--- config.mk ---
export PLATFORM = sky130hd
export DESIGN_NAME = debug_probe_mux_flat
export DESIGN_NICKNAME = d
export VERILOG_FILES = /design/src/source/soc_mem_pkg.sv /design/src/source/obi_if.sv /design/src/source/debug_probe_mux.sv /design/src/flat_wrapper.sv
export VERILOG_INCLUDE_DIRS = /design/src /design/src/include
export SDC_FILE = /design/constraint.sdc
export NUM_CORES = 1
export LEC_CHECK = 0
export ABC_AREA = 0
export BUFFER_PORTS_ARGS = -buffer_cell sky130_fd_sc_hd__buf_2
export CAP_MARGIN = 20
export CORE_AREA = 8 8 168 170
export DETAILED_ROUTE_END_ITERATION = 8
export DIE_AREA = 0 0 176 178
export PLACE_DENSITY = 0.43
export SETUP_SLACK_MARGIN = 0.15
export SYNTH_ARGS = -nofsm -noshare
export SYNTH_HDL_FRONTEND = slang
export SYNTH_SLANG_ARGS = --single-unit
--- constraint.sdc ---
create_clock -name vclk -period 1
set_input_delay 0.1 -clock vclk [all_inputs]
set_output_delay 0.1 -clock vclk [all_outputs]
set_load 0.02 [all_outputs]
--- src/include/soc_mem_config.svh ---
`ifndef SOC_MEM_CONFIG_SVH
`define SOC_MEM_CONFIG_SVH

// Bus widths
`define SOC_ADDR_W       32
`define SOC_DATA_W       32
`define SOC_BE_W         4

// On-chip SRAM
`define SOC_SRAM_WORDS   256
`define SOC_SRAM_BASE    32'h8000_0000

// Host address remap window, upper bound exclusive
`define SOC_REMAP_LO     32'h3000_0000
`define SOC_REMAP_HI     32'h8000_0000
`define SOC_REMAP_NIBBLE 4'h8

// Logic analyzer
`define SOC_LA_KEY       4'hA
`define SOC_LA_W         128

`endif

--- src/source/soc_mem_pkg.sv ---
`include "soc_mem_config.svh"

package soc_mem_pkg;

    // Bus payload
    typedef logic [`SOC_ADDR_W-1:0] addr_t;
    typedef logic [`SOC_DATA_W-1:0] data_t;
    typedef logic [`SOC_BE_W-1:0]   be_t;

    // Logic analyzer
    typedef logic [`SOC_LA_W-1:0]   la_word_t;
    typedef logic [2:0]             probe_sel_t;

    // Who gets the next response from the shared side
    typedef enum logic [1:0] {
        OWN_NONE = 2'd0,
        OWN_PRI  = 2'd1,
        OWN_SEC  = 2'd2
    } owner_e;

endpackage

--- src/source/obi_if.sv ---
`timescale 1ns/10ps

interface obi_if import soc_mem_pkg::*; ();

    // Request channel
    logic  req;
    logic  gnt;
    addr_t addr;
    logic  we;
    be_t   be;
    data_t wdata;

    // Response channel
    logic  rvalid;
    data_t rdata;

    modport manager (
        output req, addr, we, be, wdata,
        input  gnt, rvalid, rdata
    );

    modport subordinate (
        input  req, addr, we, be, wdata,
        output gnt, rvalid, rdata
    );

    // Observation only, for the debug probe
    modport monitor (
        input req, gnt, addr, we, be, wdata, rvalid, rdata
    );

endinterface

--- src/source/debug_probe_mux.sv ---
`timescale 1ns/10ps
`include "soc_mem_config.svh"

module debug_probe_mux import soc_mem_pkg::*; (
    input  probe_sel_t probe_sel_i,
    obi_if.monitor     core_mon,
    obi_if.monitor     host_mon,
    obi_if.monitor     sram_mon,
    input  logic       illegal_i,
    input  logic       bad_state_i,
    input  logic       host_en_i,
    input  logic       halt_i,
    output la_word_t   la_data_o
);

    logic [103:0] core_fields;
    logic [103:0] host_fields;
    logic [103:0] sram_fields;

    // Field order from bit 16 up: addr, req, gnt, we, be, rvalid, rdata, wdata
    assign core_fields = {core_mon.wdata, core_mon.rdata, core_mon.rvalid, core_mon.be,
                          core_mon.we, core_mon.gnt, core_mon.req, core_mon.addr};
    assign host_fields = {host_mon.wdata, host_mon.rdata, host_mon.rvalid, host_mon.be,
                          host_mon.we, host_mon.gnt, host_mon.req, host_mon.addr};
    assign sram_fields = {sram_mon.wdata, sram_mon.rdata, sram_mon.rvalid, sram_mon.be,
                          sram_mon.we, sram_mon.gnt, sram_mon.req, sram_mon.addr};

    always_comb begin
        la_data_o        = '0;
        la_data_o[15:0]  = '1;
        case (probe_sel_i)
            3'd0: la_data_o[119:16] = core_fields;
            3'd1: la_data_o[119:16] = host_fields;
            3'd2: la_data_o[119:16] = sram_fields;
            3'd3: begin
                // Status bits, illegal at bit 16
                la_data_o[16] = illegal_i;
                la_data_o[17] = bad_state_i;
                la_data_o[18] = host_en_i;
                la_data_o[19] = halt_i;
            end
            default: la_data_o[`SOC_LA_W-1:16] = '0;
        endcase
    end

endmodule

--- src/flat_wrapper.sv ---
// flat-port wrapper written by rule: the top's interface ports become plain ports
module debug_probe_mux_flat import soc_mem_pkg::*;
  (probe_sel_i, illegal_i, bad_state_i, host_en_i, halt_i, la_data_o, core_mon_req, core_mon_gnt, core_mon_addr, core_mon_we, core_mon_be, core_mon_wdata, core_mon_rvalid, core_mon_rdata, host_mon_req, host_mon_gnt, host_mon_addr, host_mon_we, host_mon_be, host_mon_wdata, host_mon_rvalid, host_mon_rdata, sram_mon_req, sram_mon_gnt, sram_mon_addr, sram_mon_we, sram_mon_be, sram_mon_wdata, sram_mon_rvalid, sram_mon_rdata);
  obi_if core_mon_i ();
  obi_if host_mon_i ();
  obi_if sram_mon_i ();
  input  probe_sel_t probe_sel_i;
  input  logic illegal_i;
  input  logic bad_state_i;
  input  logic host_en_i;
  input  logic halt_i;
  output la_word_t la_data_o;
  input wire logic [$bits(core_mon_i.req)-1:0] core_mon_req;
  input wire logic [$bits(core_mon_i.gnt)-1:0] core_mon_gnt;
  input wire logic [$bits(core_mon_i.addr)-1:0] core_mon_addr;
  input wire logic [$bits(core_mon_i.we)-1:0] core_mon_we;
  input wire logic [$bits(core_mon_i.be)-1:0] core_mon_be;
  input wire logic [$bits(core_mon_i.wdata)-1:0] core_mon_wdata;
  input wire logic [$bits(core_mon_i.rvalid)-1:0] core_mon_rvalid;
  input wire logic [$bits(core_mon_i.rdata)-1:0] core_mon_rdata;
  input wire logic [$bits(host_mon_i.req)-1:0] host_mon_req;
  input wire logic [$bits(host_mon_i.gnt)-1:0] host_mon_gnt;
  input wire logic [$bits(host_mon_i.addr)-1:0] host_mon_addr;
  input wire logic [$bits(host_mon_i.we)-1:0] host_mon_we;
  input wire logic [$bits(host_mon_i.be)-1:0] host_mon_be;
  input wire logic [$bits(host_mon_i.wdata)-1:0] host_mon_wdata;
  input wire logic [$bits(host_mon_i.rvalid)-1:0] host_mon_rvalid;
  input wire logic [$bits(host_mon_i.rdata)-1:0] host_mon_rdata;
  input wire logic [$bits(sram_mon_i.req)-1:0] sram_mon_req;
  input wire logic [$bits(sram_mon_i.gnt)-1:0] sram_mon_gnt;
  input wire logic [$bits(sram_mon_i.addr)-1:0] sram_mon_addr;
  input wire logic [$bits(sram_mon_i.we)-1:0] sram_mon_we;
  input wire logic [$bits(sram_mon_i.be)-1:0] sram_mon_be;
  input wire logic [$bits(sram_mon_i.wdata)-1:0] sram_mon_wdata;
  input wire logic [$bits(sram_mon_i.rvalid)-1:0] sram_mon_rvalid;
  input wire logic [$bits(sram_mon_i.rdata)-1:0] sram_mon_rdata;
  assign core_mon_i.req = core_mon_req;
  assign core_mon_i.gnt = core_mon_gnt;
  assign core_mon_i.addr = core_mon_addr;
  assign core_mon_i.we = core_mon_we;
  assign core_mon_i.be = core_mon_be;
  assign core_mon_i.wdata = core_mon_wdata;
  assign core_mon_i.rvalid = core_mon_rvalid;
  assign core_mon_i.rdata = core_mon_rdata;
  assign host_mon_i.req = host_mon_req;
  assign host_mon_i.gnt = host_mon_gnt;
  assign host_mon_i.addr = host_mon_addr;
  assign host_mon_i.we = host_mon_we;
  assign host_mon_i.be = host_mon_be;
  assign host_mon_i.wdata = host_mon_wdata;
  assign host_mon_i.rvalid = host_mon_rvalid;
  assign host_mon_i.rdata = host_mon_rdata;
  assign sram_mon_i.req = sram_mon_req;
  assign sram_mon_i.gnt = sram_mon_gnt;
  assign sram_mon_i.addr = sram_mon_addr;
  assign sram_mon_i.we = sram_mon_we;
  assign sram_mon_i.be = sram_mon_be;
  assign sram_mon_i.wdata = sram_mon_wdata;
  assign sram_mon_i.rvalid = sram_mon_rvalid;
  assign sram_mon_i.rdata = sram_mon_rdata;
  debug_probe_mux u_core (.probe_sel_i(probe_sel_i), .core_mon(core_mon_i), .host_mon(host_mon_i), .sram_mon(sram_mon_i), .illegal_i(illegal_i), .bad_state_i(bad_state_i), .host_en_i(host_en_i), .halt_i(halt_i), .la_data_o(la_data_o));
endmodule
==> out/metrics.cfg, run 1 <==
[status]
violations = setup timing
status = finished, violations left

[floorplanning]
start_util_pct = 17.34
die_x_um = 176
die_h_um = 178
rows = 59
num_io_pins = 447
core_area_um2 = 25620
fp.dieArea_um2 = 31330

[setup_path]
cp-start-kind = primary input
cp.arrival_ps = 1080
cp_max_fo = 7
crit_path_end_kind = output port
critPathKind = in -> out
path_cells = buf_16 > bufbuf_16 > buf_4 > a211oi_2 > a211oi_2 > buf_4
path_buf_inv = 4
crit_path_max_incr_delay_ps = 280
slowest_stage = bufbuf_16
worstPathRequired_ps = 900
timing.critical_path.max_delay_family = buffers and inverters

[layout]
fin_nets = 1327
syn_to_final_growth_pct = 149.9
fill_cells = 2464
final_cells = 1342
regArea_um2 = 0
final_area_um2 = 11100
multi_input_area_um2 = 5475
seq_cell_count = 0
final_cell_mix = buf_2, a211oi_2, buf_4
layout_commonest_cell = buf_2
drive_gt1_share_pct = 92.35
clock_buffers = 0
postLayoutCoreUtil_pct = 43.34

[timing]
finalHoldViolCount = 0
period_needed_ps = 1175
final_max_slew_viol_count = 0
fin_crit_sh_pct = 117.5
fin_ws_ps = -175.1
whs_ps = 551.7
setup-tns-final_ps = -8635
fmax_ghz = 0.8510
finalSetupViolations = 104
rsz0062_at_grt = true

[drt]
first_pass_iters = 4
ant_nets = 0
wl_met3_um = 1900
wl_met2_um = 14790
avgViaCountPerCell = 4.367
met1Wirelength_um = 10630
drt_wl_total_um = 27690
post_drt_wl_per_cell_um = 20.64
via_count = 5860
drt_iter0_markers = 123
top_layer_used = met5
drc = 0

[clocking]
postCtsHoldBufs = 0

[global_route]
grt_max_degree = 33
track_usage_pct = 14.74
grt_first_pass_wirelength_um = 36870
antenna_found_initial = 1
grt_pass1_vias = 6354
grt-ovfl-total = 0

[pwr]
power.total_mw = 5.381
vdd_drop_max_mv = 0.2489
p_leak_nw = 4.905
p_per_area_nw_per_um2 = 484.7

[placed_design]
placed_cell_area_um2 = 7685
gp_congestion = 0.7871
io_buffers = 423
dp_hpwl_um = 19040
place_ws_ps = -369.2
placed_cells = 1274

[yosys]
yosysWarnings = 0
ys_types = 16
syn-mean-instance-area_um2 = 8.778
synth_area_um2 = 4442
synth_cells = 506
yosysSeqAreaShare_pct = 0

[min_path]
min_path_type = in -> out

[job]
max-cap-violations = 0

-- synthesized netlist by cell type --
cell / instances / area (µm²)
a211oi_1: 18 / 135.1
a211oi_2: 180 / 2252
buf_12: 10 / 200.2
buf_2: 26 / 130.1
buf_4: 24 / 180.2
buf_6: 4 / 45.04
buf_8: 1 / 15.01
clkbuf_1: 26 / 97.59
conb_1: 2 / 7.510
mux2i_1: 9 / 90.09
nand2_1: 1 / 3.750
nand2b_1: 100 / 625.6
nor2b_1: 99 / 619.3
o22ai_1: 4 / 25.02
o32ai_1: 1 / 8.760
or2_2: 1 / 6.260
-- routing by layer --
metal	vias up	global-route usage (%)
li1	2784	-
met1	2785	16.64
met2	266	28.20
met3	23	3.493
met4	2	1.837
met5	-	0
-- where the power goes --
group	internal, mW	total (mW)	switching (mW)
Clock	0.000000134	0.000000134	0
Combinational	2.91	5.38	2.47
Sequential	0	0	0
Total	2.91	5.38	2.47
-- tightest hold or removal path: cells and delay by family --
kind / cells / cell delay, ps
buf+inv: 2 / 230
simple gates: 1 / 70
compound gates: 1 / 50
-- timing repair --
| item | 4_1_cts | 5_1_grt |
|---|---|---|
| gates resized for setup | 391 | 104 |
| setup endpoints to repair | 104 | 104 |
| hold endpoints to repair | 0 | 0 |
| setup buffers | 18 | 2 |
| pin swaps | 39 | 48 |
| gates cloned | 22 | 25 |
-- path summary, 6_finish.rpt --
check	from	endpoint	slack [ps]	cells past startpoint
max	probe_sel_i[0]	la_data_o[33]	-180	6
min	sram_mon_rdata[18]	la_data_o[74]	550	4
-- cells by family (layout without fill, tap and decap cells) --
kind of cell    count (synthesis)  count (layout)  share of synthesized area (%)
simple gates                  201             201                          28.25
compound gates                203             203                          54.51
buf+inv                        91             569                          15.04
other cells                     2              25                         0.1691
mux                             9               9                          2.028
-- final cells by class --
cell class,instances,area share [%]
Timing Repair Buffer,569,46.88
Tap cell,335,3.776
Antenna cell,1,0.02254
Multi-Input combinational cell,437,49.32
(Power assumes the default switching activity.)
==> inputs of run 2 (changes only) <==
--- a/config.mk
+++ b/config.mk
@@ -12,7 +12,6 @@
 export CORE_AREA = 8 8 168 170
 export DETAILED_ROUTE_END_ITERATION = 8
 export DIE_AREA = 0 0 176 178
-export PLACE_DENSITY = 0.43
 export SETUP_SLACK_MARGIN = 0.15
 export SYNTH_ARGS = -nofsm -noshare
 export SYNTH_HDL_FRONTEND = slang
==> run 2 against run 1 <==
  * Largest cell class unchanged
  * Combinational power is 4.6% lower
  * Via count is 2.1% higher
  * Cell area is 4.7% lower
  * Count of clock-buffer cells in the layout unchanged
  * Die area is the same
  * Non-clock buffer count shrank 6
  * First-iteration DRC count up 32%
  * Critical endpoint is now la_data_o[100]
  * The run still ends with setup timing left
  * Power decreased by 4.6%
  * Global-route usage up 0.45 points
==> out/metrics.cfg, run 2 (synthesis gave the netlist of run 1 again) <==
[setup_path]
startpoint = probe_sel_i[0]  ; unchanged
cp.arrival_ps = 1090  ; was 1080 ps
worstPathRequired_ps = 900  ; about the same
crit_path_end_kind = output port  ; unchanged
cp_max_fo = 11  ; was 7
cp-start-kind = primary input  ; unchanged
critPathKind = in -> out  ; unchanged

[timing]
period_needed_ps = 1193  ; was 1175 ps
finalSetupViolations = 103  ; was 104
rsz0062_at_grt = true  ; unchanged
fin_ws_ps = -192.8  ; was -175.1 ps
final_max_slew_viol_count = 0  ; unchanged
fmax_ghz = 0.8384  ; was 0.8510 GHz
fin_crit_sh_pct = 119.3  ; was 117.5%
finalHoldViolCount = 0  ; unchanged

[layout]
final_area_um2 = 10580  ; was 11100 µm²
layout_commonest_cell = buf_2  ; unchanged
seq_cell_count = 0  ; unchanged
clock_buffers = 0  ; unchanged
syn_to_final_growth_pct = 138.1  ; was 149.9%
fill_cells = 2435  ; was 2464
drive_gt1_share_pct = 92.40  ; was 92.35%
final_cells = 1337  ; was 1342
fin_nets = 1321  ; was 1327
regArea_um2 = 0  ; unchanged
final_cell_mix = buf_2, a211oi_2, buf_4  ; unchanged

[drt]
drt_wl_total_um = 27410  ; was 27690 µm
via_count = 5983  ; was 5860
ant_nets = 0  ; unchanged
first_pass_iters = 4  ; unchanged
drc = 0  ; unchanged
drt_iter0_markers = 162  ; was 123
avgViaCountPerCell = 4.475  ; was 4.367
post_drt_wl_per_cell_um = 20.50  ; was 20.64 µm

[pwr]
power.total_mw = 5.135  ; was 5.381 mW
p_per_area_nw_per_um2 = 485.6  ; was 484.7 nW/µm²
p_leak_nw = 4.706  ; was 4.905 nW
vdd_drop_max_mv = 0.2152  ; was 0.2489 mV

[placed_design]
io_buffers = 423  ; unchanged
dp_hpwl_um = 18770  ; was 19040 µm
gp_congestion = 0.8013  ; was 0.7871
placed_cell_area_um2 = 7795  ; was 7685 µm²
placed_cells = 1292  ; was 1274
place_ws_ps = -319.8  ; was -369.2 ps

[floorplanning]
rows = 59  ; unchanged
fp.dieArea_um2 = 31330  ; unchanged
die_h_um = 178  ; unchanged
die_x_um = 176  ; unchanged
start_util_pct = 17.34  ; unchanged
num_io_pins = 447  ; unchanged
core_area_um2 = 25620  ; unchanged

[clocking]
postCtsHoldBufs = 0  ; unchanged

[job]
max-cap-violations = 0  ; unchanged

[status]
violations = setup timing  ; unchanged
status = finished, violations left  ; unchanged

[global_route]
grt_max_degree = 34  ; was 33
grt-ovfl-total = 0  ; unchanged
grt_first_pass_wirelength_um = 37830  ; was 36870 µm
track_usage_pct = 15.19  ; was 14.74%
grt_pass1_vias = 6658  ; was 6354
antenna_found_initial = 2  ; was 1

[min_path]
min_path_type = in -> out  ; unchanged
min-delay-start = sram_mon_wdata[9]  ; was sram_mon_rdata[18]

-- run 2: cell count changes in the layout (fill, tap and decap cells not counted), moves of 8 or more --
| cell | previous run | this run |
|---|---|---|
| buf_12 | 29 | 20 |
| a211oi_2 | 129 | 138 |
| nor2b_2 | 39 | 31 |
| nor2b_4 | 47 | 61 |
| a211oi_4 | 68 | 58 |
| buf_4 | 91 | 107 |
| clkbuf_16 | 24 | 5 |
-- run 2: layer usage --
layer / vias up / wire (µm) / global-route usage [%]
met4: 2 / 441 / 2.119
met5: - / 13 / 0
met3: 28 / 2015 / 3.683
met2: 291 / 14730 / 28.91
li1: 2792 / - / -
met1: 2870 / 10210 / 17.14
-- run 2: critical path: stages --
cell	delay (ps)
buf_16	130
buf_12	150
buf_8	150
nand2b_4	150
a211oi_4	250
buf_6	150
-- run 2: stage by stage --
stage / hold slack, ps / util [%] / setup TNS (ps)
3_5_place_dp: 572.8 / 30.43 / -24090
3_3_place_gp: 569.0 / 30.43 / -22260
6_report: 552.1 / 41.28 / -12020
5_1_grt: 564.8 / 41.27 / -15810
4_1_cts: 552.5 / 38.04 / -13920
2_1_floorplan: 322.1 / - / -12170
-- run 2: power by group --
group / total (mW) / switching, mW / leakage (nW) / internal, mW
Combinational: 5.13 / 2.42 / 4.71 / 2.72
Sequential: 0 / 0 / 0 / 0
Clock: 0.000000268 / 0 / 0.0000127 / 0.000000268
Total: 5.13 / 2.42 / 4.71 / 2.72
-- run 2: area by class of cell --
type	instances	area (µm²)	area share [%]
antenna	2	5.005	0.04733
tap	335	419.2	3.964
timing repair buffer	563	4701	44.45
multi-input combinational	437	5450	51.54
-- run 2: worst paths after layout --
| check | cells after the start | slack, ps | end |
|---|---|---|---|
| worst min-delay path | 4 | 550 | la_data_o[97] |
| worst max-delay path | 6 | -190 | la_data_o[100] |
-- run 2: repair_timing --
item	in CTS	in global routing
endpoints found under the setup margin	104	104
gates resized for setup	345	140
gates cloned	22	5
pin swaps	64	76
buffers inserted	14	2
==> inputs of run 3 (changes only) <==
--- a/config.mk
+++ b/config.mk
@@ -8,10 +8,9 @@
 export LEC_CHECK = 0
 export ABC_AREA = 0
 export BUFFER_PORTS_ARGS = -buffer_cell sky130_fd_sc_hd__buf_2
-export CAP_MARGIN = 20
-export CORE_AREA = 8 8 168 170
+export CORE_AREA = 5 5 169 171
 export DETAILED_ROUTE_END_ITERATION = 8
-export DIE_AREA = 0 0 176 178
+export DIE_AREA = 0 0 174 176
 export SETUP_SLACK_MARGIN = 0.15
 export SYNTH_ARGS = -nofsm -noshare
 export SYNTH_HDL_FRONTEND = slang
==> run 3 against run 2 <==
  * The flow still finishes with violations (setup timing)
  * Core utilization is 4.7 points lower
  * First-iteration DRC count decreased by 24%
  * Count of clock-buffer cells in the layout unchanged
  * Via count decreased by 2.3%
  * Global-route usage is 3.3 points lower
  * Sequential cell count is the same
  * Critical path depth up 1
  * Cell area decreased by 7.4%
  * Maximum frequency is 5.6% lower
  * Worst setup slack worse by 70 ps
  * Power shrank 9.0%
  * Die area is 2.2% lower
  * Critical path type unchanged
  * Largest power group unchanged
==> out/metrics.cfg, run 3 (synthesis gave the netlist of run 1 again) <==
[layout]
clock_buffers = 0  ; unchanged
postLayoutCoreUtil_pct = 36.62  ; was 41.28%
final_cells = 1322  ; was 1337
syn_to_final_growth_pct = 120.4  ; was 138.1%
final_area_um2 = 9788  ; was 10580 µm²
multi_input_area_um2 = 5157  ; was 5450 µm²
drive_gt1_share_pct = 91.33  ; was 92.40%
regArea_um2 = 0  ; unchanged
fin_nets = 1301  ; was 1321
final_cell_mix = buf_2, a211oi_2, buf_4  ; unchanged
fill_cells = 2615  ; was 2435
seq_cell_count = 0  ; unchanged
layout_commonest_cell = buf_2  ; unchanged

[placed_design]
gp_congestion = 0.8141  ; was 0.8013
dp_hpwl_um = 16760  ; was 18770 µm
io_buffers = 423  ; unchanged
placed_cells = 1296  ; was 1292
place_ws_ps = -318.3  ; was -319.8 ps
placed_cell_area_um2 = 7812  ; was 7795 µm²

[drt]
drc = 0  ; unchanged
first_pass_iters = 4  ; unchanged
drt_wl_total_um = 23160  ; was 27410 µm
met1Wirelength_um = 9002  ; was 10210 µm
top_layer_used = met5  ; unchanged
avgViaCountPerCell = 4.420  ; was 4.475
wl_met2_um = 12120  ; was 14730 µm
via_count = 5843  ; was 5983
ant_nets = 0  ; unchanged
drt_iter0_markers = 123  ; was 162
post_drt_wl_per_cell_um = 17.52  ; was 20.50 µm
wl_met3_um = 1548  ; was 2015 µm

[timing]
whs_ps = 551.9  ; was 552.1 ps
finalHoldViolCount = 0  ; unchanged
setup-tns-final_ps = -17940  ; was -12020 ps
final_max_slew_viol_count = 0  ; unchanged
fin_ws_ps = -262.9  ; was -192.8 ps
finalSetupViolations = 104  ; was 103
period_needed_ps = 1263  ; was 1193 ps
rsz0062_at_grt = true  ; unchanged
fin_crit_sh_pct = 126.3  ; was 119.3%
fmax_ghz = 0.7918  ; was 0.8384 GHz

[setup_path]
cp-start-kind = primary input  ; unchanged
timing.critical_path.max_delay_family = buffers and inverters  ; unchanged
worstPathRequired_ps = 900  ; about the same
crit_path_end_kind = output port  ; unchanged
slowest_stage = clkbuf_16  ; was a211oi_4
cp.arrival_ps = 1160  ; was 1090 ps
path_cells = buf_16 > clkbuf_16 > buf_8 > nor2b_1 > a211oi_2 > a211oi_4 > buf_6  ; was buf_16 > buf_12 > buf_8 > nand2b_4 > a211oi_4 > buf_6
path_buf_inv = 4  ; unchanged
cp_max_fo = 11  ; unchanged
critPathKind = in -> out  ; unchanged
crit_path_max_incr_delay_ps = 180  ; was 250 ps

[min_path]
min-delay-start = sram_mon_wdata[31]  ; was sram_mon_wdata[9]
holdPathEnd = la_data_o[119]  ; was la_data_o[97]
min_path_type = in -> out  ; unchanged
min_path_cells = 4  ; unchanged

[floorplanning]
die_x_um = 174  ; was 176 µm
rows = 60  ; was 59
fp.dieArea_um2 = 30620  ; was 31330 µm²
die_h_um = 176  ; was 178 µm
start_util_pct = 16.62  ; was 17.34%
num_io_pins = 447  ; unchanged
core_area_um2 = 26730  ; was 25620 µm²

[status]
violations = setup timing  ; unchanged
status = finished, violations left  ; unchanged

[pwr]
p_per_area_nw_per_um2 = 477.3  ; was 485.6 nW/µm²
vdd_drop_max_mv = 0.2143  ; was 0.2152 mV
power.total_mw = 4.672  ; was 5.135 mW
p_leak_nw = 4.307  ; was 4.706 nW

[global_route]
grt_pass1_vias = 5935  ; was 6658
grt_first_pass_wirelength_um = 30590  ; was 37830 µm
track_usage_pct = 11.87  ; was 15.19%
grt_max_degree = 40  ; was 34
antenna_found_initial = 2  ; unchanged
grt-ovfl-total = 0  ; unchanged

[job]
max-cap-violations = 0  ; unchanged

==> run 3: final cells by class <==
cell class                 count  share of cell area [%]
multi-input combinational    437                   52.69
tap                          341                   4.359
antenna                        1                 0.02557
timing repair buffer         543                   42.92
==> run 3: repair_timing <==
item / in CTS / in global routing
setup endpoints to repair: 104 / 104
buffers inserted: 2 / 5
gates cloned: 1 / 17
gates resized for setup: 216 / 178
pin swaps: 22 / 82
hold buffers: 0 / 0
==> run 3: per-layer routing <==
layer / up-vias / track usage, %
li1: 2742 / -
met1: 2762 / 13.30
met2: 303 / 22.90
met3: 34 / 2.677
met4: 2 / 2.474
met5: - / 0
==> run 3: how the worst max path moves through the flow <==
stage | startpoint | cells after the start | slack, ps | end
floorplan | probe_sel_i[0] | 6 | -140 | la_data_o[101]
global placement | probe_sel_i[0] | 7 | -290 | la_data_o[33]
detailed placement | probe_sel_i[0] | 7 | -320 | la_data_o[28]
CTS | probe_sel_i[0] | 7 | -270 | la_data_o[119]
global route | probe_sel_i[0] | 7 | -300 | la_data_o[25]
finish | probe_sel_i[0] | 7 | -260 | la_data_o[88]
==> run 3: power by group <==
group	switching [mW]	total, mW	internal (mW)
sequential	0	0	0
clock	0	0.000000134	0.000000134
combinational	2.25	4.67	2.43
